===== src/hdl/ifetch_defines.svh =====
`ifndef IFETCH_DEFINES_SVH
`define IFETCH_DEFINES_SVH

// first fetch address out of reset
`define IFETCH_RESET_PC 32'h1eceb000

// instruction queue entries
`define IFETCH_IQ_DEPTH 16

// direct-mapped icache lines
`define IFETCH_NUM_SETS 16

// 64-bit burst beats per 256-bit line
`define IFETCH_LINE_BEATS 4

`endif


===== src/hdl/ifetch_pkg.sv =====
`include "ifetch_defines.svh"

package ifetch_pkg;

    typedef logic [31:0] addr_t;   // byte address
    typedef logic [31:0] inst_t;
    typedef logic [63:0] beat_t;   // one burst beat

    // whole cache line, sized by the burst
    typedef logic [`IFETCH_LINE_BEATS*64-1:0] line_t;

    typedef enum logic [2:0] {
        IDLE,
        LOOKUP,
        MISS_REQ,
        MISS_WAIT,
        FILL
    } icache_state_t;

    typedef enum logic [1:0] {
        RUN,
        WAIT_RESP,
        STALL
    } fetch_state_t;

endpackage


===== src/hdl/line_adapter.sv =====
`include "ifetch_defines.svh"

module line_adapter (
    input  logic              clk,
    input  logic              rst,

    input  ifetch_pkg::beat_t bmem_rdata_i,
    input  logic              bmem_rvalid_i,

    output logic              line_valid_o,
    output ifetch_pkg::line_t line_data_o
);

    localparam int LINE_BITS = $bits(ifetch_pkg::line_t);
    localparam int BEAT_BITS = $bits(ifetch_pkg::beat_t);
    localparam int CNT_W     = $clog2(`IFETCH_LINE_BEATS);
    localparam logic [CNT_W-1:0] LAST_BEAT = CNT_W'(`IFETCH_LINE_BEATS - 1);

    logic [CNT_W-1:0]  beat_cnt;
    ifetch_pkg::line_t line_q;
    logic              line_valid_q;

    assign line_valid_o = line_valid_q;
    assign line_data_o  = line_q;

    always_ff @(posedge clk) begin
        if (rst) begin
            beat_cnt     <= '0;
            line_valid_q <= 1'b0;
        end else begin
            line_valid_q <= bmem_rvalid_i && (beat_cnt == LAST_BEAT);
            if (bmem_rvalid_i) begin
                beat_cnt <= (beat_cnt == LAST_BEAT) ? '0 : beat_cnt + 1'b1;
            end
        end
    end

    // lowest beat arrives first and ends up at the bottom
    always_ff @(posedge clk) begin
        if (bmem_rvalid_i) begin
            line_q <= {bmem_rdata_i, line_q[LINE_BITS-1:BEAT_BITS]};
        end
    end

endmodule


===== config.mk =====
export PLATFORM = sky130hd
export DESIGN_NAME = line_adapter
export DESIGN_NICKNAME = d
export VERILOG_FILES = /design/src/hdl/ifetch_pkg.sv /design/src/hdl/line_adapter.sv
export VERILOG_INCLUDE_DIRS = /design/src /design/src/hdl
export SDC_FILE = /design/constraint.sdc
export NUM_CORES = 1
export LEC_CHECK = 0
export BUFFER_PORTS_ARGS = -buffer_cell sky130_fd_sc_hd__buf_2
export CORE_MARGIN = 4
export CORE_UTILIZATION = 31
export CTS_BUF_LIST = sky130_fd_sc_hd__clkbuf_16
export CTS_CLUSTER_DIAMETER = 30
export DETAILED_ROUTE_END_ITERATION = 10
export GPL_ROUTABILITY_DRIVEN = 1
export PLACE_DENSITY = 0.63
export SETUP_SLACK_MARGIN = 0.1
export SLEW_MARGIN = 10
export SYNTH_ARGS = -nofsm -noshare
export SYNTH_HDL_FRONTEND = slang
export SYNTH_SLANG_ARGS = --single-unit

===== constraint.sdc =====
create_clock -name clk -period 1.6 [get_ports clk]
set_clock_uncertainty 0.2 [all_clocks]
set_input_delay 0.08 -clock clk [delete_from_list [all_inputs] [get_ports clk]]
set_output_delay 0.08 -clock clk [all_outputs]
set_load 0.01 [all_outputs]

==> results.toml <==
[setup_path]
cp_slowest_stage_delay_ns = 0.43
cp_data_arrival_time_ns = 1.13
critical_path_class = "reg -> out"
crit_chain = "buf_2"
slowest_stage_cell_crit_path = "edfxtp_1"
cp-start-kind = "register"
timing.critical_path.buf_inv = 1
path_max_fanout = 2
timing.critical_path.required_ns = 1.32
crit_path_end_kind = "output pin"
kind_of_cell_adding_the_most_delay_to_the_critical_path = "flip-flops"

[power_and_ir_drop]
p_leak_nw = 4.99
finalPower_mw = 19.3
p_per_area_nw_per_um2 = 1570
ir_worst_vdd_v = 0.00123

[route]
detail_route.vias_per_cell = 4.15
route.layer.met1.wl_um = 6950
topRoutingLayerUsed = "met4"
drc = 0
wl_met3_um = 2060
route.antenna.remaining_nets = 0
detailroute.via_count = 4487
routed_wire_length_per_instance_um = 16.8
route.final.wire_length_um = 18200
drt_iter0_markers = 196
drt-pass1-iter-count = 4
met2_wire_length_um = 8650

[synthesis]
muxShareOfSynthArea = 0.00128
yosysUniqueCellTypes = 9
synth.yosys.warnings = 0
yosys.area_share.simple = 0.00337
netlist_instances = 267
synth_compound_gate_area_share = 0.000642
cell_type_with_the_highest_aggregate_area_in_the_netlist = "edfxtp_1"
netlist_area_um2 = 7800
synth-adder-area-share = 0.00160
synth_sequential_area_ratio = 0.993
syn_nets = 335
ys_seq_elements = 259
synth_top_cell_area_share = 0.985
synth_area_leaders = "edfxtp_1, dfxtp_1, ha_1"
synth_top_family_by_area = "simple AND/OR/NAND/NOR gates"
synth.avg_cell_area_um2 = 29.2
synthXorXnorAreaFrac = 0

[clock_network]
numClockSinks = 259
clk-insertion-delay-late_ns = 0.52
tritoncts = "yes"
post_cts_buffers = 0
htree_num_levels = 2
ctsLongestPathBuffers = 3
cts_buf_count = 49
clock_root_buffer = "clkbuf_16"
cts.clk_slew.worst_paths_ns = 0.05

[status]
run_status = "completed"

[sta]
setup_repair_after_global_routing_missed_its_margin = "false"
fin_tns_setup_ns = 0
finalWorstPathRequiredPeriod_ns = 1.41
worst_slew_margin_rel = 0.813
drv_slew = 0
tightestPinTransition_ns = 0.281
maxClockFrequency_ghz = 0.708
final_min_period_over_clock_period = 0.883
final.setup.worst_slack_ns = 0.187
finalSetupViolCount = 0
hold_viol_final = 0

[die]
initial_standard_cell_utilization_of_the_core = 0.318
dieArea_um2 = 27800
floorplan.die.width_um = 167
row_count = 57
floorplan_die_height_um = 167
ioPinCount = 324
floorplan.core_area_um2 = 24500

[flow_run]
count_of_maximum_capacitance_violations = 0

[finish]
fillers = 1985
layout_net_count = 786
drive_above_1_share = 0.551
flow.area_growth_from_synthesis_pct = 57.9
postLayoutCoreUtil = 0.502

[min_path]
hold_removal_path_class = "in -> reg"

[global_route]
total_routing_resource_utilization_after_global_routing = 0.128
antenna_found_initial = 1
number_of_global_route_vias_before_repair = 4913
global_route_wire_length_before_repair_um = 28300
grt_start_max_net_pins = 44
grt_remaining_overflow = 0

[placement]
routability_congestion_estimate = 0.744
pre_cts_slack_ns = 0.329
port-buffer-count = 323
dp.final_hpwl_um = 12300
[stage by stage]
step	hold WS [ns]	instance area, um^2	cells
6_report	0.0653	12300	1082
5_1_grt	0.0511	12300	1082
4_1_cts	0.0317	12300	1082
3_5_place_dp	0.0581	9980	925
3_3_place_gp	0.0560	9980	925
2_1_floorplan	-0.0509	7800	267
[where the power goes]
| part | leakage (nW) | total (mW) | switching (mW) | internal (mW) |
|---|---|---|---|---|
| Combinational | 1.65 | 1.06 | 0.588 | 0.475 |
| Sequential | 2.53 | 8.22 | 0.204 | 8.02 |
| Clock | 0.809 | 10.0 | 3.29 | 6.76 |
[area by class of cell]
class,count,area (um^2),share of cell area
Antenna cell,1,2.50,0.000203
Clock buffer,51,1280,0.104
Clock inverter,39,389,0.0316
Multi-Input combinational cell,8,56.3,0.00457
Sequential cell,259,7750,0.629
Tap cell,324,405,0.0329
Timing Repair Buffer,400,2440,0.198
[layout by cell type (no fill, tap or decap)]
cell type,Yosys,layout
buf_2,0,322
edfxtp_1,256,256
dlygate4sd3_1,0,66
clkbuf_16,0,51
clkinv_1,0,8
inv_6,0,7
clkinvlp_4,0,6
bufinv_16,0,6
clkinv_2,0,6
buf_12,0,6
buf_4,0,6
clkinv_4,0,4
nor2_1,2,2
dfxtp_2,0,2
inv_1,0,2
diode_2,0,1
nand2b_1,1,1
or3b_1,1,1
a21oi_1,1,1
mux2i_1,1,1
nand2_1,1,1
ha_2,0,1
dfxtp_1,3,1
[routing by layer]
layer	up-vias	track usage
met5	-	0.00522
met4	0	0.0551
met3	46	0.0548
met2	283	0.206
met1	2133	0.151
li1	2025	-
[state kept, by name, summed over array words and instances (netlist names)]
signal,count
line_valid_o,1
beat_cnt,2
line_data_o,256
[synthesized netlist by cell type]
master and number:
edfxtp_1 256, dfxtp_1 3, nor2_1 2, a21oi_1 1
ha_1 1, mux2i_1 1, nand2_1 1, nand2b_1 1
or3b_1 1
[path summary, 6_finish.rpt]
path	startpoint	endpoint	slack, ns	depth (start not counted)
min	bmem_rdata_i[32]	line_data_o[224]	0.07	2
min reg2reg	line_data_o[149]	line_data_o[85]	0.24	0
max reg2reg	beat_cnt[0]	beat_cnt[0]	0.33	3
max	line_data_o[99]	line_data_o[99]	0.19	1
[timing repair]
action,in CTS,in global routing
gates resized for setup,0,4
hold endpoints to repair,280,0
hold buffers,67,0
setup endpoints to repair,0,1
[cells by family (layout without fill, tap and decap cells)]
family,after synthesis,after routing
flip-flops,259,259
multiplexers,1,1
other,0,1
adder cells (fa/ha/maj),1,1
AND/OR/NAND/NOR,5,5
AO/OA/AOI/OAI,1,1
buffers and inverters,0,490
Note: power is estimated with default switching activity, not from simulation.
