===== config.mk =====
export PLATFORM = sky130hd
export DESIGN_NAME = inst_queue
export DESIGN_NICKNAME = d
export VERILOG_FILES = /design/src/hdl/ifetch_pkg.sv /design/src/hdl/inst_queue.sv
export VERILOG_INCLUDE_DIRS = /design/src /design/src/hdl
export SDC_FILE = /design/constraint.sdc
export NUM_CORES = 1
export LEC_CHECK = 0
export BUFFER_PORTS_ARGS = -buffer_cell sky130_fd_sc_hd__buf_2
export CORE_UTILIZATION = 60
export DETAILED_ROUTE_END_ITERATION = 10
export GPL_ROUTABILITY_DRIVEN = 1
export PLACE_DENSITY = 0.8
export SLEW_MARGIN = 20
export SYNTH_ARGS = -nofsm -noshare
export SYNTH_HDL_FRONTEND = slang
export SYNTH_SLANG_ARGS = --single-unit

===== constraint.sdc =====
create_clock -name clk -period 15.84 [get_ports clk]
set_input_delay 0.792 -clock clk [delete_from_list [all_inputs] [get_ports clk]]
set_output_delay 0.792 -clock clk [all_outputs]
set_load 0.05 [all_outputs]

===== src/hdl/ifetch_defines.svh =====
`ifndef IFETCH_DEFINES_SVH
`define IFETCH_DEFINES_SVH

// first fetch address out of reset
`define IFETCH_RESET_PC 32'h1eceb000

// instruction queue entries
`define IFETCH_IQ_DEPTH 16

// direct-mapped icache lines
`define IFETCH_NUM_SETS 16

// 64-bit burst beats per 256-bit line
`define IFETCH_LINE_BEATS 4

`endif


===== src/hdl/ifetch_pkg.sv =====
`include "ifetch_defines.svh"

package ifetch_pkg;

    typedef logic [31:0] addr_t;   // byte address
    typedef logic [31:0] inst_t;
    typedef logic [63:0] beat_t;   // one burst beat

    // whole cache line, sized by the burst
    typedef logic [`IFETCH_LINE_BEATS*64-1:0] line_t;

    typedef enum logic [2:0] {
        IDLE,
        LOOKUP,
        MISS_REQ,
        MISS_WAIT,
        FILL
    } icache_state_t;

    typedef enum logic [1:0] {
        RUN,
        WAIT_RESP,
        STALL
    } fetch_state_t;

endpackage


===== src/hdl/inst_queue.sv =====
`include "ifetch_defines.svh"

module inst_queue (
    input  logic              clk,
    input  logic              rst,

    input  logic              push_i,
    input  ifetch_pkg::addr_t push_pc_i,
    input  ifetch_pkg::inst_t push_inst_i,
    input  logic              pop_ready_i,
    input  logic              flush_i,

    output logic              full_o,
    output logic              valid_o,
    output ifetch_pkg::addr_t pc_o,
    output ifetch_pkg::inst_t inst_o
);

    localparam int PTR_W = $clog2(`IFETCH_IQ_DEPTH);
    localparam int CNT_W = $clog2(`IFETCH_IQ_DEPTH + 1);
    localparam logic [PTR_W-1:0] LAST_IDX = PTR_W'(`IFETCH_IQ_DEPTH - 1);
    localparam logic [CNT_W-1:0] DEPTH    = CNT_W'(`IFETCH_IQ_DEPTH);

    // pc and word share one entry
    ifetch_pkg::addr_t pc_mem   [`IFETCH_IQ_DEPTH];
    ifetch_pkg::inst_t inst_mem [`IFETCH_IQ_DEPTH];

    logic [PTR_W-1:0] head, tail;
    logic [CNT_W-1:0] count;
    logic             do_push, do_pop;

    assign valid_o = (count != '0);
    assign full_o  = (count == DEPTH);
    assign pc_o    = pc_mem[head];
    assign inst_o  = inst_mem[head];

    assign do_pop  = valid_o && pop_ready_i;
    assign do_push = push_i && (!full_o || do_pop);   // full but draining is ok

    always_ff @(posedge clk) begin
        if (rst || flush_i) begin
            head  <= '0;
            tail  <= '0;
            count <= '0;
        end else begin
            if (do_push) begin
                tail <= (tail == LAST_IDX) ? '0 : tail + 1'b1;
            end
            if (do_pop) begin
                head <= (head == LAST_IDX) ? '0 : head + 1'b1;
            end
            case ({do_push, do_pop})
                2'b10:   count <= count + 1'b1;
                2'b01:   count <= count - 1'b1;
                default: count <= count;
            endcase
        end
    end

    always_ff @(posedge clk) begin
        if (do_push) begin
            pc_mem[tail]   <= push_pc_i;
            inst_mem[tail] <= push_inst_i;
        end
    end

endmodule


==> results.py <==
metrics = {
    "run_status": {
        "status": "finished clean",
    },
    "synth": {
        "synth_largest_type_area_fraction_pct": 78.3,
        "synth.avg_cell_area_um2": 23.2,
        "synth_top_flop_cell": "edfxtp_1",
        "synth_most_common_cell": "edfxtp_1",
        "dominant_cell_type_by_area_after_synthesis": "edfxtp_1",
        "synth-edff-count": 1024,
        "flop_and_latch_count_out_of_synthesis": 1041,
        "syn_area_um2": 39200,
        "yosys_warnings": 0,
        "postSynthCellCount": 1692,
        "seq_area_frac_synth_pct": 79.2,
        "synth.distinct_cells": 50,
        "synthesis.nets": 1770,
        "async_reset_ff_share_pct": 0,
        "synth_commonest_cells": "edfxtp_1, mux4_2, a22oi_1",
        "top_post_synthesis_cells_by_area": "edfxtp_1, mux4_2, a22oi_1, dfxtp_1, nand2_1",
    },
    "timing": {
        "hold_viol_final": 0,
        "period_needed_ns": 5.61,
        "totalNegativeSetupSlack_ns": 0,
        "worst_clock_skew_ns": 0.0202,
        "slew_headroom_pct": 27.7,
        "post-route-period-util_pct": 35.4,
        "fmax_mhz": 178,
        "number_of_slew_limit_violations_in_the_final_report": 0,
        "worst_pin_slew_ns": 1.08,
        "grt_setup_unrepaired": "false",
        "setup_viol": 0,
    },
    "flow_run": {
        "cap_violations": 0,
    },
    "placement": {
        "io_port_bufs": 134,
        "final_hpwl_dp_um": 41400,
        "gp_congestion": 0.735,
        "placedInstanceArea_um2": 41000,
        "placed_cells_incl_taps": 2622,
    },
    "global_routing": {
        "grt_first_pass_wirelength_um": 131000,
        "grt_use_total_pct": 27.8,
        "antenna_found_initial": 14,
        "largest_net_degree_at_the_start_of_global_routing": 171,
        "grt.overflow.total": 0,
        "first_global_vias": 20100,
    },
    "routing": {
        "routed_wl_um": 90500,
        "antenna_violating_nets_post_route": 0,
        "dr.pass1.iters": 6,
        "wl_per_cell_um": 32.2,
        "detailroute.via_count": 18900,
        "drc": 0,
        "drtIter0Drc": 2469,
        "vias_per_cell": 6.72,
    },
    "cts": {
        "postCtsHoldBufs": 0,
        "clk-insertion-delay-late_ns": 0.66,
        "clock_tree.root_cell": "clkbuf_16",
        "clock_tree_from_tritoncts": "built",
        "cts.htree.levels": 3,
        "clk_transition_reported_paths_ns": 0.06,
        "post_cts_resize_count": 0,
        "clock_path_buffers": 3,
        "post-cts-setup-buffers": 0,
        "cts_sinks": 1041,
        "cts_made_buffers": 100,
    },
    "floorplan": {
        "die-area_um2": 66400,
        "core_area_um2": 64600,
        "die_width_um": 258,
        "floorplan.initialDensity_pct": 60.8,
        "total_number_of_placement_rows": 93,
        "height_of_the_die_um": 258,
        "io-pin-count": 135,
    },
    "setup_path": {
        "worst-endpoint-required_ns": 15.05,
        "critPathLaunchType": "register",
        "crit_arrival_ns": 4.81,
        "endpoint_kind": "primary output",
        "worst_r2r_path_depth": 5,
        "slowest_delay_ns": 0.92,
        "slowest_stage": "dfxtp_4",
        "critPathMaxFanout": 117,
        "crit_chain": "buf_12 -> buf_4 -> mux4_2 -> a22oi_1 -> nand2_1 -> buf_2",
        "criticalPathCategory": "register to primary output",
    },
    "final_layout": {
        "stdcell_count": 2811,
        "utilization_pct": 68.4,
        "design_area_um2": 44200,
        "nets": 1947,
        "syn2layout_area_growth_pct": 12.5,
        "drive_above_1_share_pct": 30.2,
        "fillers": 3781,
    },
    "pwr": {
        "ir_worst_vdd_uv": 122,
        "static-leakage-power_uw": 0.0138,
        "total_power_per_unit_cell_area_nw_per_um2": 127,
        "power.total_uw": 5600,
    },
    "min_path": {
        "worst_hold_path_type": "input pin to register",
        "hold_depth": 1,
    },
}
cell usage in the layout, fill, tap and decap left out, types with 13 or more instances in the layout:
cell type / instances
a22oi_1: 128
buf_2: 134
buf_4: 28
clkbuf_1: 28
clkbuf_16: 102
clkinv_1: 21
clkinv_2: 16
dfxtp_1: 15
edfxtp_1: 1024
mux4_2: 256
nand2_1: 70
nor2_1: 13
critical path, delay by kind of cell (launching register included):
kind | cells | cell delay [ns]
AOI/OAI and AO/OA | 1 | 0.20
muxes | 1 | 0.62
buffers and inverters | 3 | 1.90
and+or+nand+nor | 1 | 0.25
DFF | 1 | 0.92
per-layer routing:
| layer | GRT usage [%] | up-vias | wire, um |
|---|---|---|---|
| li1 | - | 7605 | - |
| met1 | 36.0 | 9863 | 32500 |
| met2 | 46.8 | 1183 | 46600 |
| met3 | 6.41 | 209 | 8490 |
| met4 | 9.55 | 18 | 2720 |
| met5 | 0 | - | 108 |
state kept, by name (all words and copies together), names as in the netlist, named ones only:
signal,cells
count,5
head,4
pc_mem,512
inst_mem,512
tail,4
final cells by class:
cell class,count,area [um^2],area share [%]
sequential,1041,31100,70.4
multi-input combinational,554,7840,17.7
clock buffer,132,2690,6.08
tap,855,1070,2.42
timing repair buffer,165,932,2.11
clock inverter,54,508,1.15
inverter,7,26.3,0.0595
antenna,3,7.51,0.0170
cell families after synthesis:
group,after synthesis,synth area share [%]
buffers and inverters,97,1.05
adder cells (fa/ha/maj),9,0.306
multiplexers,261,14.8
AO/OA/AOI/OAI,158,3.06
AND/OR/NAND/NOR,123,1.49
XOR/XNOR,3,0.0670
flip-flops,1041,79.2
stage by stage:
step | worst slack (ns) | hold slack (ns)
floorplan | 7.43 | 0.467
global placement | 11.01 | 0.486
detailed placement | 10.97 | 0.505
CTS | 10.20 | 0.480
global route | 9.90 | 0.501
finish | 10.23 | 0.509
report_power, final:
part	leakage [uW]	switching, uW	internal, uW
Combinational	0.00287	149	68.0
Sequential	0.00939	8.73	3040
Clock	0.00156	996	1340
final timing paths:
check               start            end  slack [ns]
max reg2reg      count[4]   pc_mem[9][1]       12.70
min reg2reg      count[2]       count[2]        0.51
min          push_pc_i[4]  pc_mem[12][4]        0.51
max              register     inst_o[12]       10.23
(Power assumes the default switching activity.)
