## src/hdl/ifetch_defines.svh

```systemverilog
`ifndef IFETCH_DEFINES_SVH
`define IFETCH_DEFINES_SVH

// first fetch address out of reset
`define IFETCH_RESET_PC 32'h1eceb000

// instruction queue entries
`define IFETCH_IQ_DEPTH 16

// direct-mapped icache lines
`define IFETCH_NUM_SETS 16

// 64-bit burst beats per 256-bit line
`define IFETCH_LINE_BEATS 4

`endif

```

## src/hdl/ifetch_pkg.sv

```systemverilog
`include "ifetch_defines.svh"

package ifetch_pkg;

    typedef logic [31:0] addr_t;   // byte address
    typedef logic [31:0] inst_t;
    typedef logic [63:0] beat_t;   // one burst beat

    // whole cache line, sized by the burst
    typedef logic [`IFETCH_LINE_BEATS*64-1:0] line_t;

    typedef enum logic [2:0] {
        IDLE,
        LOOKUP,
        MISS_REQ,
        MISS_WAIT,
        FILL
    } icache_state_t;

    typedef enum logic [1:0] {
        RUN,
        WAIT_RESP,
        STALL
    } fetch_state_t;

endpackage

```

## src/hdl/fetch_unit.sv

```systemverilog
`include "ifetch_defines.svh"

module fetch_unit (
    input  logic              clk,
    input  logic              rst,

    input  logic              resp_valid_i,
    input  ifetch_pkg::inst_t resp_inst_i,
    input  logic              full_i,
    input  logic              redirect_i,
    input  ifetch_pkg::addr_t redirect_pc_i,

    output logic              req_valid_o,
    output ifetch_pkg::addr_t req_addr_o,
    output logic              push_o,
    output ifetch_pkg::addr_t push_pc_o,
    output ifetch_pkg::inst_t push_inst_o
);

    ifetch_pkg::fetch_state_t state, state_next;
    ifetch_pkg::addr_t        pc;
    logic                     drop_q;   // outstanding response is stale
    logic                     issue;

    assign issue       = (state == ifetch_pkg::RUN) && !full_i;
    assign req_valid_o = issue;
    assign req_addr_o  = pc;

    // a response coinciding with a redirect belongs to the old path
    assign push_o      = (state == ifetch_pkg::WAIT_RESP) && resp_valid_i &&
                         !drop_q && !redirect_i;
    assign push_pc_o   = pc;   // pc only moves once the response is in
    assign push_inst_o = resp_inst_i;

    always_comb begin
        state_next = state;
        case (state)
            ifetch_pkg::RUN: begin
                state_next = full_i ? ifetch_pkg::STALL : ifetch_pkg::WAIT_RESP;
            end
            ifetch_pkg::WAIT_RESP: begin
                if (resp_valid_i) begin
                    state_next = ifetch_pkg::RUN;
                end
            end
            ifetch_pkg::STALL: begin
                if (!full_i) begin
                    state_next = ifetch_pkg::RUN;
                end
            end
            default: begin
                state_next = ifetch_pkg::STALL;
            end
        endcase
    end

    always_ff @(posedge clk) begin
        if (rst) begin
            state  <= ifetch_pkg::STALL;   // first request one cycle after reset
            pc     <= `IFETCH_RESET_PC;
            drop_q <= 1'b0;
        end else begin
            state <= state_next;

            if (redirect_i) begin
                pc <= redirect_pc_i;
            end else if (push_o) begin
                pc <= pc + 32'd4;
            end

            // request in flight across a redirect, its answer gets discarded
            if (redirect_i &&
                (issue || (state == ifetch_pkg::WAIT_RESP && !resp_valid_i))) begin
                drop_q <= 1'b1;
            end else if (resp_valid_i) begin
                drop_q <= 1'b0;
            end
        end
    end

endmodule

```

## config.mk

```make
export PLATFORM = sky130hd
export DESIGN_NAME = fetch_unit
export DESIGN_NICKNAME = d
export VERILOG_FILES = /design/src/hdl/ifetch_pkg.sv /design/src/hdl/fetch_unit.sv
export VERILOG_INCLUDE_DIRS = /design/src /design/src/hdl
export SDC_FILE = /design/constraint.sdc
export NUM_CORES = 1
export LEC_CHECK = 0
export BUFFER_PORTS_ARGS = -buffer_cell sky130_fd_sc_hd__buf_2
export CAP_MARGIN = 20
export CORE_MARGIN = 4
export CORE_UTILIZATION = 40
export CTS_CLUSTER_SIZE = 24
export DETAILED_ROUTE_END_ITERATION = 10
export GPL_ROUTABILITY_DRIVEN = 0
export PLACE_DENSITY = 0.74
export RECOVER_POWER = 25
export SKIP_CTS_REPAIR_TIMING = 1
export SYNTH_ARGS = -nofsm -noshare
export SYNTH_HDL_FRONTEND = slang
export SYNTH_SLANG_ARGS = --single-unit
```

## constraint.sdc

```tcl
create_clock -name clk -period 4.2 [get_ports clk]
set_input_delay 0.84 -clock clk [delete_from_list [all_inputs] [get_ports clk]]
set_output_delay 0.84 -clock clk [all_outputs]
set_load 0.005 [all_outputs]
```

==> metrics.md, run 1 <==
| Metric | Value |
|---|---|
| Static Leak | 1.13 nW |
| Crit path buffers/inverters | 1 |
| Minimum clock period | 2910 ps |
| Fraction of layout cells with a size suffix above 1 | 30.7% |
| CP endpoint kind | flip-flop |
| CP Data Required Time | 4380 ps |
| Final std cells w/o fill | 435 |
| PortBufs | 102 |
| Deepest clock path buffer count | 2 |
| Rows | 29 |
| Slowest CP cell | clkbuf_1 |
| DRC Markers | 0 |
| Reg2reg path depth | 6 |
| Initial antenna violation count | 0 |
| Initial core utilization | 41.3% |
| Critical path type | in -> reg |
| Status | finished, violations left |
| CP Data Arrival Time | 3090 ps |
| Kind of cell adding the most delay to the critical path | buffers and inverters |
| Cells after DPL | 429 |
| Worst-path clk slew | 70 ps |
| Final Routed Wirelength | 7.02 mm |
| Total grt overflow | 0 |
| RSZ-0062 raised after global routing | false |
| Max FO, Critical Path | 58 |
| Hold path cells | 2 |
| Vias in the first global route | 2183 |
| Max-cap viol count | 1 |
| Total negative slack | 0 ps |
| Synth unique cells | 48 |
| Maximum vdd drop | 0.000117 V |
| Vias per cell | 5.80 |
| Antenna cell count | 0 |
| Initial DRC count | 158 |
| Worst r2r src | state[1] |
| Syn avg cell area | 7.86 µm² |
| Avg WL per Cell | 16.1 µm |
| Largest area contributor in the netlist | dfxtp_1 |
| IO Pins | 167 |
| First-pass iteration count of the detailed router | 4 |
| Worst-Skew Late Latency | 280 ps |
| H-tree level count | 2 |
| Tot GR Track Use | 16.9% |
| Fmax | 0.344 GHz |
| Worst R2R End | push_pc_o[11] |
| Area Growth Syn to Fin | 4.24% |
| Final Hold Vio Count | 0 |
| Power per cell area | 285 mW/mm² |
| Worst-Margin Slew | 2280 ps |
| Clock sinks | 35 |
| Hold Path End | drop_q |
| CTS tree | built |
| Final setup violation count | 0 |
| Final Max Slew Viols | 59 |
| Net count after synthesis | 407 |
| Root Driver | clkbuf_8 |
| Vias | 2524 |
| Register area share after synthesis | 26.7% |
| Worst Hold Launch | drop_q |
| Num CTS Buffers | 5 |
| Type of origin of the critical path | input pin |
| Cell Area, Synth | 0.00262 mm² |
| Slew Limit Headroom | -51.9% |
| Critical path's largest stage delay | 1590 ps |
| WHS | 501 ps |
| Crit-path cells | clkbuf_1 > or3_1 > a21oi_1 > nor4_1 |
| Hold Crit Class | reg -> reg |
| Failing checks | max-capacitance violations, max-slew violations |
| CORE AREA | 0.00635 mm² |
| Die Wd | 89.0 µm |
| Pin count of the biggest net entering global routing | 59 |
| Die Area | 0.00792 mm² |
| Main area contributors after synthesis | dfxtp_1 27%, buf_4 18%, or4_1 3.4%, nor2_1 3.3%, nor3_1 3.2% |
| Ys Warns | 0 |
| Fin crit share | 69.2% |
| Worst Skew | 1.16 ps |
| First-pass GRT wire length | 10.6 mm |
| R2r setup slk | 1580 ps |
| Fin util | 43.1% |
| Synth top area share | 26.7% |
| Routed Antenna Nets | 0 |
| Number of cells produced by synthesis | 334 |
| Hpwl dp | 4.96 mm |
| Die height | 89.0 µm |
| Fin nets | 432 |
| #FFs+latches synth | 35 |
==> sequential cells by signal, indices dropped and copies added (netlist names) <==
name / count
drop_q: 1
state: 2
push_pc_o: 32
==> worst reg2reg max path: stages, from the launching register on <==
cell and delay (ps):
dfxtp_1 320, inv_1 90, ha_1 200, nand3b_1 400, nor4_1 900, a211oi_1 160
a2111oi_0 410
==> area by class of cell <==
| class | count | area [µm²] |
|---|---|---|
| Clock buffer | 6 | 72.6 |
| Fill cell | 680 | 3610 |
| Inverter | 10 | 37.5 |
| Multi-Input combinational cell | 205 | 1320 |
| Sequential cell | 35 | 701 |
| Tap cell | 77 | 96.3 |
| Timing Repair Buffer | 102 | 507 |
==> Yosys cell counts (all sizes together) <==
master and number:
o311a 4, nand2 15, nor4 6, nand4 7, inv 10, a311oi 7
nand3 15, clkbuf 16, ha 4, a21oi 12, o32a 1, a31oi 3
a2111oi 3, o31ai 7, o31a 1, and2 2, dfxtp 35, nand3b 4
or3 5, nor4b 2, and4b 1, nor2b 1, nand4b 1, nor3 17
mux2i 3, and3b 1, nand2b 3, or4 13, a311o 1, nor3b 5
xor2 4, and3 5, and4 7, xnor2 3, nor2 23, o21bai 1
a2bb2oi 1, o21ai 10, a211oi 7, buf 68
==> metrics by stage <==
stage                     setup slack, ps  total power, mW  area (µm²)
after floorplan                      1850            0.532        2620
after global placement               1380            0.556        2670
after detailed placement             1280            0.562        2670
after CTS                            1610            0.791        2740
after global routing                 1020            0.827        2740
final                                1290            0.779        2740
==> metal layers <==
| layer | vias up | wire, µm | share of wire [%] | track usage, % |
|---|---|---|---|---|
| met4 | 0 | 201 | 2.9 | 8.66 |
| met5 | - | 0 | 0 | 0 |
| met3 | 24 | 669 | 9.5 | 2.67 |
| li1 | 1210 | - | - | - |
| met1 | 1161 | 3000 | 43 | 22.2 |
| met2 | 129 | 3140 | 45 | 26.9 |
==> worst max-delay path by stage <==
| stage | from | to | slack (ps) | depth (start not counted) |
|---|---|---|---|---|
| 5_1_grt | rst | push_pc_o[27] | 1020 | 5 |
| 3_5_place_dp | resp_valid_i | push_pc_o[11] | 1280 | 5 |
| 2_1_floorplan | resp_valid_i | push_pc_o[29] | 1850 | 5 |
| 4_1_cts | resp_valid_i | push_pc_o[11] | 1610 | 5 |
| 3_3_place_gp | resp_valid_i | push_pc_o[21] | 1380 | 5 |
| 6_report | rst | push_pc_o[27] | 1290 | 4 |
==> power by group <==
part / switching (mW) / internal [mW]
combinational: 0.0823 / 0.0780
clock: 0.115 / 0.111
sequential: 0.0363 / 0.357
==> cell families after synthesis <==
family,after synthesis,share of synthesized area [%]
and+or+nand+nor,133,29.5
buffers and inverters,94,22.9
AOI/OAI and AO/OA,58,15.5
DFF,35,26.7
xor gates and xnor gates,7,2.34
adders and majority gates,4,1.91
muxes,3,1.14
==> layout by cell type, fill, tap and decap left out, types with 9 or more instances in the layout <==
cell / count
o21ai_0: 10
or4_1: 12
nor2_1: 23
dfxtp_1: 35
nand3_1: 14
nand2_1: 15
inv_1: 9
nor3_1: 17
buf_2: 99
a21oi_1: 12
(Power assumes the default switching activity.)
==> run 2, diff against run 1 <==
- ABC_AREA: not set -> 1
- PLACE_DENSITY: 0.74 -> 0.75
- clock period: 4.2 -> 2.37 ns (I/O delays scaled with it)
==> run 2 against run 1 <==
Compared with the run above:
- the run now ends clean
- setup slack worse by 1100 ps
- register-to-register slack worse by 1000 ps
- critical endpoint is now push_o
- global-route usage up 1.4 points
- largest power group unchanged
==> metrics.md, run 2 <==
| Metric | Value |
|---|---|
| Synth unique cells | 29 |
| Post-DP Area | 0.00301 mm² |
| Cell Area, Synth | 0.00289 mm² |
| Most common library cell in the layout ignoring fill and taps | nand2_1 |
| EDFF count, synth | 0 |
| Status | complete, no violations |
| Slowest CP cell | nor2_4 |
| Root Driver | clkbuf_8 |
| Max FO, Critical Path | 15 |
| CORE AREA | 0.00691 mm² |
| Sw Share | 32.3% |
| H-tree level count | 2 |
| CP Data Required Time | 1900 ps |
| Final Routed Wirelength | 7.61 mm |
| Die Wd | 92.9 µm |
| Worst Skew | 6.01 ps |
| Initial antenna violation count | 0 |
| Final Max Slew Viols | 0 |
| Max reg flops | 32 |
| Clock sinks | 35 |
| Area Growth Syn to Fin | 7.20% |
| Net count after synthesis | 520 |
| Final Hold Vio Count | 0 |
| Commonest non-fill, non-tap cells in the layout | 121 x nand2_1, 101 x buf_2, 40 x nor2_1, 37 x inv_1, 35 x dfxtp_1 |
| Reg power frac | 48.3% |
| Die Area | 0.00864 mm² |
| CP Data Arrival Time | 1690 ps |
| Crit-path cells | inv_1 > ha_1 > inv_2 > nor2_1 > nand2_1 > nor2_4 > buf_2 |
| Ys Warns | 0 |
| Total grt overflow | 0 |
| Total power | 1.43 mW |
| Largest area contributor in the netlist | dfxtp_1 |
| # fillers | 786 |
| Critical path type | reg -> out |
| Slew Limit Headroom | 14.8% |
| Hold Crit Class | in -> reg |
| Routed Antenna Nets | 0 |
| Main combinational cell family by area after synthesis | simple AND/OR/NAND/NOR gates |
| Internal power | 0.967 mW |
| Maximum vdd drop | 0.000310 V |
| Hpwl dp | 5.93 mm |
| Syn avg cell area | 6.45 µm² |
| Main synth FF type | dfxtp_1 |
| Initial core utilization | 41.8% |
| WHS | 402 ps |
| Critical path's largest stage delay | 370 ps |
| Vias in the first global route | 2791 |
| Avg WL per Cell | 13.1 µm |
| Number of cells produced by synthesis | 447 |
| Register area share after synthesis | 24.3% |
| Tot GR Track Use | 18.3% |
| Commonest cells in the synthesized netlist | 121 x nand2_1, 64 x buf_4, 40 x nor2_1 |
| Vias | 2794 |
| Clock power share | 30.4% |
| Synth Area in XOR/XNOR | 3.95% |
| Total negative slack | 0 ps |
| Fin crit share | 91.1% |
| #FFs+latches synth | 35 |
| Cells after DPL | 573 |
| First-pass iteration count of the detailed router | 5 |
| Psw | 0.462 mW |
| Fmax | 0.463 GHz |
| Synth top area share | 24.3% |
| Vias per cell | 4.81 |
| Deepest clock path buffer count | 2 |
| Minimum clock period | 2160 ps |
| PortBufs | 102 |
| Compound-Gate Fraction of Synth Area | 11.9% |
| DRC Markers | 0 |
| Die height | 92.9 µm |
| Synth Area in Simple Gates | 34.3% |
| Num CTS Buffers | 5 |
| RSZ-0062 raised after global routing | false |
| Final std cells w/o fill | 581 |
| Pin count of the biggest net entering global routing | 25 |
| Fin nets | 557 |
| Static Leak | 1.55 nW |
| Finished Cell Area | 0.00309 mm² |
| Main area contributors after synthesis | dfxtp_1 24%, buf_4 17%, nand2_1 16%, nor2_1 5.2%, inv_1 4.8% |
| Type of origin of the critical path | flip-flop |
| Antenna cell count | 0 |
| IO Pins | 167 |
| CTS tree | built |
| Async SR Flop Fraction | 0% |
| First-pass GRT wire length | 12.9 mm |
| Max-cap viol count | 0 |
| Fraction of layout cells with a size suffix above 1 | 30.9% |
| Worst-Skew Late Latency | 300 ps |
| Gate power share | 21.3% |
| Most used standard cell by instance count after synthesis | nand2_1 |
| Final setup violation count | 0 |
| Power per cell area | 462 mW/mm² |
| CP endpoint kind | primary output |
| Rows | 30 |
| Worst-path clk slew | 80 ps |
| Synth Area in Adders | 1.73% |
| Worst-Margin Slew | 1280 ps |
| Mux cell area share after synthesis | 0% |
| Initial DRC count | 117 |
run 2: changes by cell type in the layout (fill, tap and decap cells not counted), sizes merged, moves of 13 or more:
cell / delta
nand2: +119
a21oi: +15
o21ai: +13
nor2: +30
inv: +33
nor3: -16
or4: -13
run 2: path summary, 6_finish.rpt:
kind                                        from            end  slack [ps]  cells after the start
worst max register to register          state[1]  push_pc_o[11]         580                     11
worst min register to register            drop_q         drop_q         480                      2
worst min-delay path            redirect_pc_i[0]   push_pc_o[0]         400                      3
worst max-delay path                    state[1]         push_o         210                      7
run 2: layer usage:
metal | part of all wire, % | global-route usage (%) | vias to the layer above
met5 | 0 | 0 | -
met4 | 2.5 | 7.94 | 0
met3 | 8.8 | 3.82 | 27
met2 | 47 | 30.1 | 111
met1 | 42 | 23.0 | 1244
li1 | - | - | 1412
run 2: cells by family (layout without fill, tap and decap cells):
logic type,after synthesis,count (layout)
AOI/OAI and AO/OA,62,62
xor gates and xnor gates,13,13
adders and majority gates,4,4
buffers and inverters,118,156
DFF,35,35
and+or+nand+nor,215,215
run 2: area by class of cell:
type                       count  area (µm²)  share of cell area [%]
multi-input combinational    294        1500                    48.3
sequential                    35         701                    22.7
timing repair buffer         105         532                    17.2
inverter                      43         161                    5.22
tap                           96         120                    3.88
clock buffer                   5        68.8                    2.22
clock inverter                 3        15.0                   0.485
run 2: power groups by stage:
stage | clock network, mW | registers, mW | logic, mW
finish | 0.434 | 0.690 | 0.305
global route | 0.473 | 0.700 | 0.350
CTS | 0.443 | 0.691 | 0.309
detailed placement | 0 | 0.704 | 0.307
global placement | 0 | 0.702 | 0.296
floorplan | 0 | 0.692 | 0.257
run 2: per-stage QoR:
stage                     setup WS (ps)  utilization, %
final                               210            44.8
after global routing               93.1            44.8
after CTS                           190            44.8
after detailed placement            524            43.6
after global placement              577            43.6
after floorplan                     779               -
run 2: critical path, delay by kind of cell, from the launching register on:
family        cells  cell delay [ps]
fa+ha+maj         1              170
buf+inv           3              320
flops             1              320
simple gates      3              580
==> run 3, diff against run 2 <==
--- a/config.mk
+++ b/config.mk
@@ -19,2 +19,3 @@
 export SKIP_CTS_REPAIR_TIMING = 1
+export SLEW_MARGIN = 15
 export SYNTH_ARGS = -nofsm -noshare
--- a/constraint.sdc
+++ b/constraint.sdc
@@ -3,2 +3,2 @@
 set_output_delay 0.474 -clock clk [all_outputs]
-set_load 0.005 [all_outputs]
+set_load 0.02 [all_outputs]
==> run 3 against run 2 <==
Compared with the run above:
- cell area grew 1.3%
- register-to-register slack gained 20 ps
- global-route usage shrank 0.88 points
- core utilization grew 0.60 points
- clock skew shrank 1.8 ps
- sequential share of layout area shrank 0.30 points
- wire length shrank 0.50%
- flip-flop and latch count is the same
- sequential power is essentially flat
- largest cell class unchanged
==> metrics.md, run 3 (synthesized netlist as in run 2, its figures left out) <==
| Metric | Value |
|---|---|
| Max reg flops | 32 |
| Vias per cell | 4.83 |
| Total grt overflow | 0 |
| Avg WL per Cell | 13.0 µm |
| DRC Markers | 0 |
| Worst Skew | 4.20 ps |
| Fin nets | 558 |
| Minimum clock period | 1940 ps |
| Root Driver | clkbuf_8 |
| CP Data Arrival Time | 1470 ps |
| PortBufs | 102 |
| Clock power share | 34.6% |
| Fraction of layout cells with a size suffix above 1 | 31.1% |
| Slew Limit Headroom | 16.0% |
| Maximum vdd drop | 0.000368 V |
| Internal power | 1.11 mW |
| Worst-path clk slew | 70 ps |
| Critical path type | reg -> out |
| Worst-Skew Late Latency | 290 ps |
| Commonest non-fill, non-tap cells in the layout | 121 x nand2_1, 101 x buf_2, 40 x nor2_1, 37 x inv_1, 35 x dfxtp_1 |
| Hpwl dp | 5.98 mm |
| Routed Antenna Nets | 0 |
| Fmax | 0.515 GHz |
| IO Pins | 167 |
| Fin util | 45.4% |
| Final std cells w/o fill | 582 |
| Pin count of the biggest net entering global routing | 25 |
| Power per cell area | 526 mW/mm² |
| Cells after DPL | 574 |
| Vias | 2810 |
| Area Growth Syn to Fin | 8.63% |
| Total negative slack | 0 ps |
| Final Max Slew Viols | 0 |
| Max-cap viol count | 0 |
| Reg2reg path depth | 11 |
| Sw Share | 32.7% |
| Die height | 92.9 µm |
| Hold Crit Class | in -> reg |
| R2r setup slk | 600 ps |
| Max FO, Critical Path | 4 |
| Die Wd | 92.9 µm |
| Most common library cell in the layout ignoring fill and taps | nand2_1 |
| Final Routed Wirelength | 7.57 mm |
| Deepest clock path buffer count | 2 |
| Reg power frac | 41.9% |
| Static Leak | 1.57 nW |
| Die Area | 0.00864 mm² |
| Antenna cell count | 0 |
| First-pass GRT wire length | 12.3 mm |
| Initial core utilization | 41.8% |
| Clock sinks | 35 |
| CTS tree | built |
| CP Data Required Time | 1900 ps |
| Psw | 0.539 mW |
| RSZ-0062 raised after global routing | false |
| CORE AREA | 0.00691 mm² |
| Fin crit share | 81.9% |
| Vias in the first global route | 2658 |
| Worst-Margin Slew | 1260 ps |
| Tot GR Track Use | 17.4% |
| Type of origin of the critical path | flip-flop |
| Initial DRC count | 145 |
| Hold path cells | 3 |
| Status | complete, no violations |
| H-tree level count | 2 |
| Final setup violation count | 0 |
| Num CTS Buffers | 5 |
| First-pass iteration count of the detailed router | 4 |
| Rows | 30 |
| Gate power share | 23.5% |
| CP endpoint kind | primary output |
| Final Hold Vio Count | 0 |
| Initial antenna violation count | 0 |
## run 3: cell types whose count changed in the layout (fill, tap and decap cells not counted)
| cell | previous run | this run |
|---|---|---|
| clkbuf_8 | 5 | 6 |
| clkinv_2 | 3 | 1 |
| bufinv_16 | 0 | 1 |
| buf_4 | 3 | 4 |
## run 3: power by group through the flow
stage	clock [mW]	combinational, mW	sequential (mW)
floorplan	0	0.336	0.731
global placement	0	0.380	0.702
detailed placement	0	0.389	0.704
CTS	0.585	0.391	0.690
global route	0.606	0.427	0.700
finish	0.570	0.388	0.690
## run 3: layer usage
metal	GRT usage, %	up-vias	share of wire [%]
li1	-	1412	-
met1	22.2	1261	44
met2	28.9	109	45
met3	3.66	28	8.4
met4	6.35	0	2.2
met5	0	-	0
## run 3: area by class of cell
| type | count | area, µm² |
|---|---|---|
| multi-input cells | 294 | 1500 |
| clock inverters | 2 | 35.0 |
| well taps | 96 | 120 |
| repair buffers | 106 | 539 |
| clock buffers | 6 | 82.6 |
| flip-flops and latches | 35 | 701 |
| fillers | 764 | 3770 |
| inverters | 43 | 161 |
## run 3: per-stage QoR
| step | power, mW | hold WS (ps) | setup WS, ps | instance area [µm²] |
|---|---|---|---|---|
| 5_1_grt | 1.73 | 420 | 302 | 3130 |
| 4_1_cts | 1.67 | 404 | 407 | 3140 |
| 6_report | 1.65 | 412 | 429 | 3130 |
| 3_3_place_gp | 1.08 | 452 | 662 | 3020 |
| 3_5_place_dp | 1.09 | 459 | 590 | 3020 |
| 2_1_floorplan | 1.07 | 444 | 729 | 2890 |
## run 3: path summary, 6_finish.rpt
path,start,end
setup / recovery,state[1],push_o
hold / removal,redirect_pc_i[0],push_pc_o[0]
setup reg to reg,state[1],push_pc_o[14]
hold reg to reg,drop_q,drop_q
## run 3: worst max-delay path, stage by stage, from the launching register on
cell and delay (ps):
dfxtp_1 320, inv_1 90, ha_1 160, inv_2 40
nor2_1 70, nand2_1 140, nor2_4 160, buf_2 190
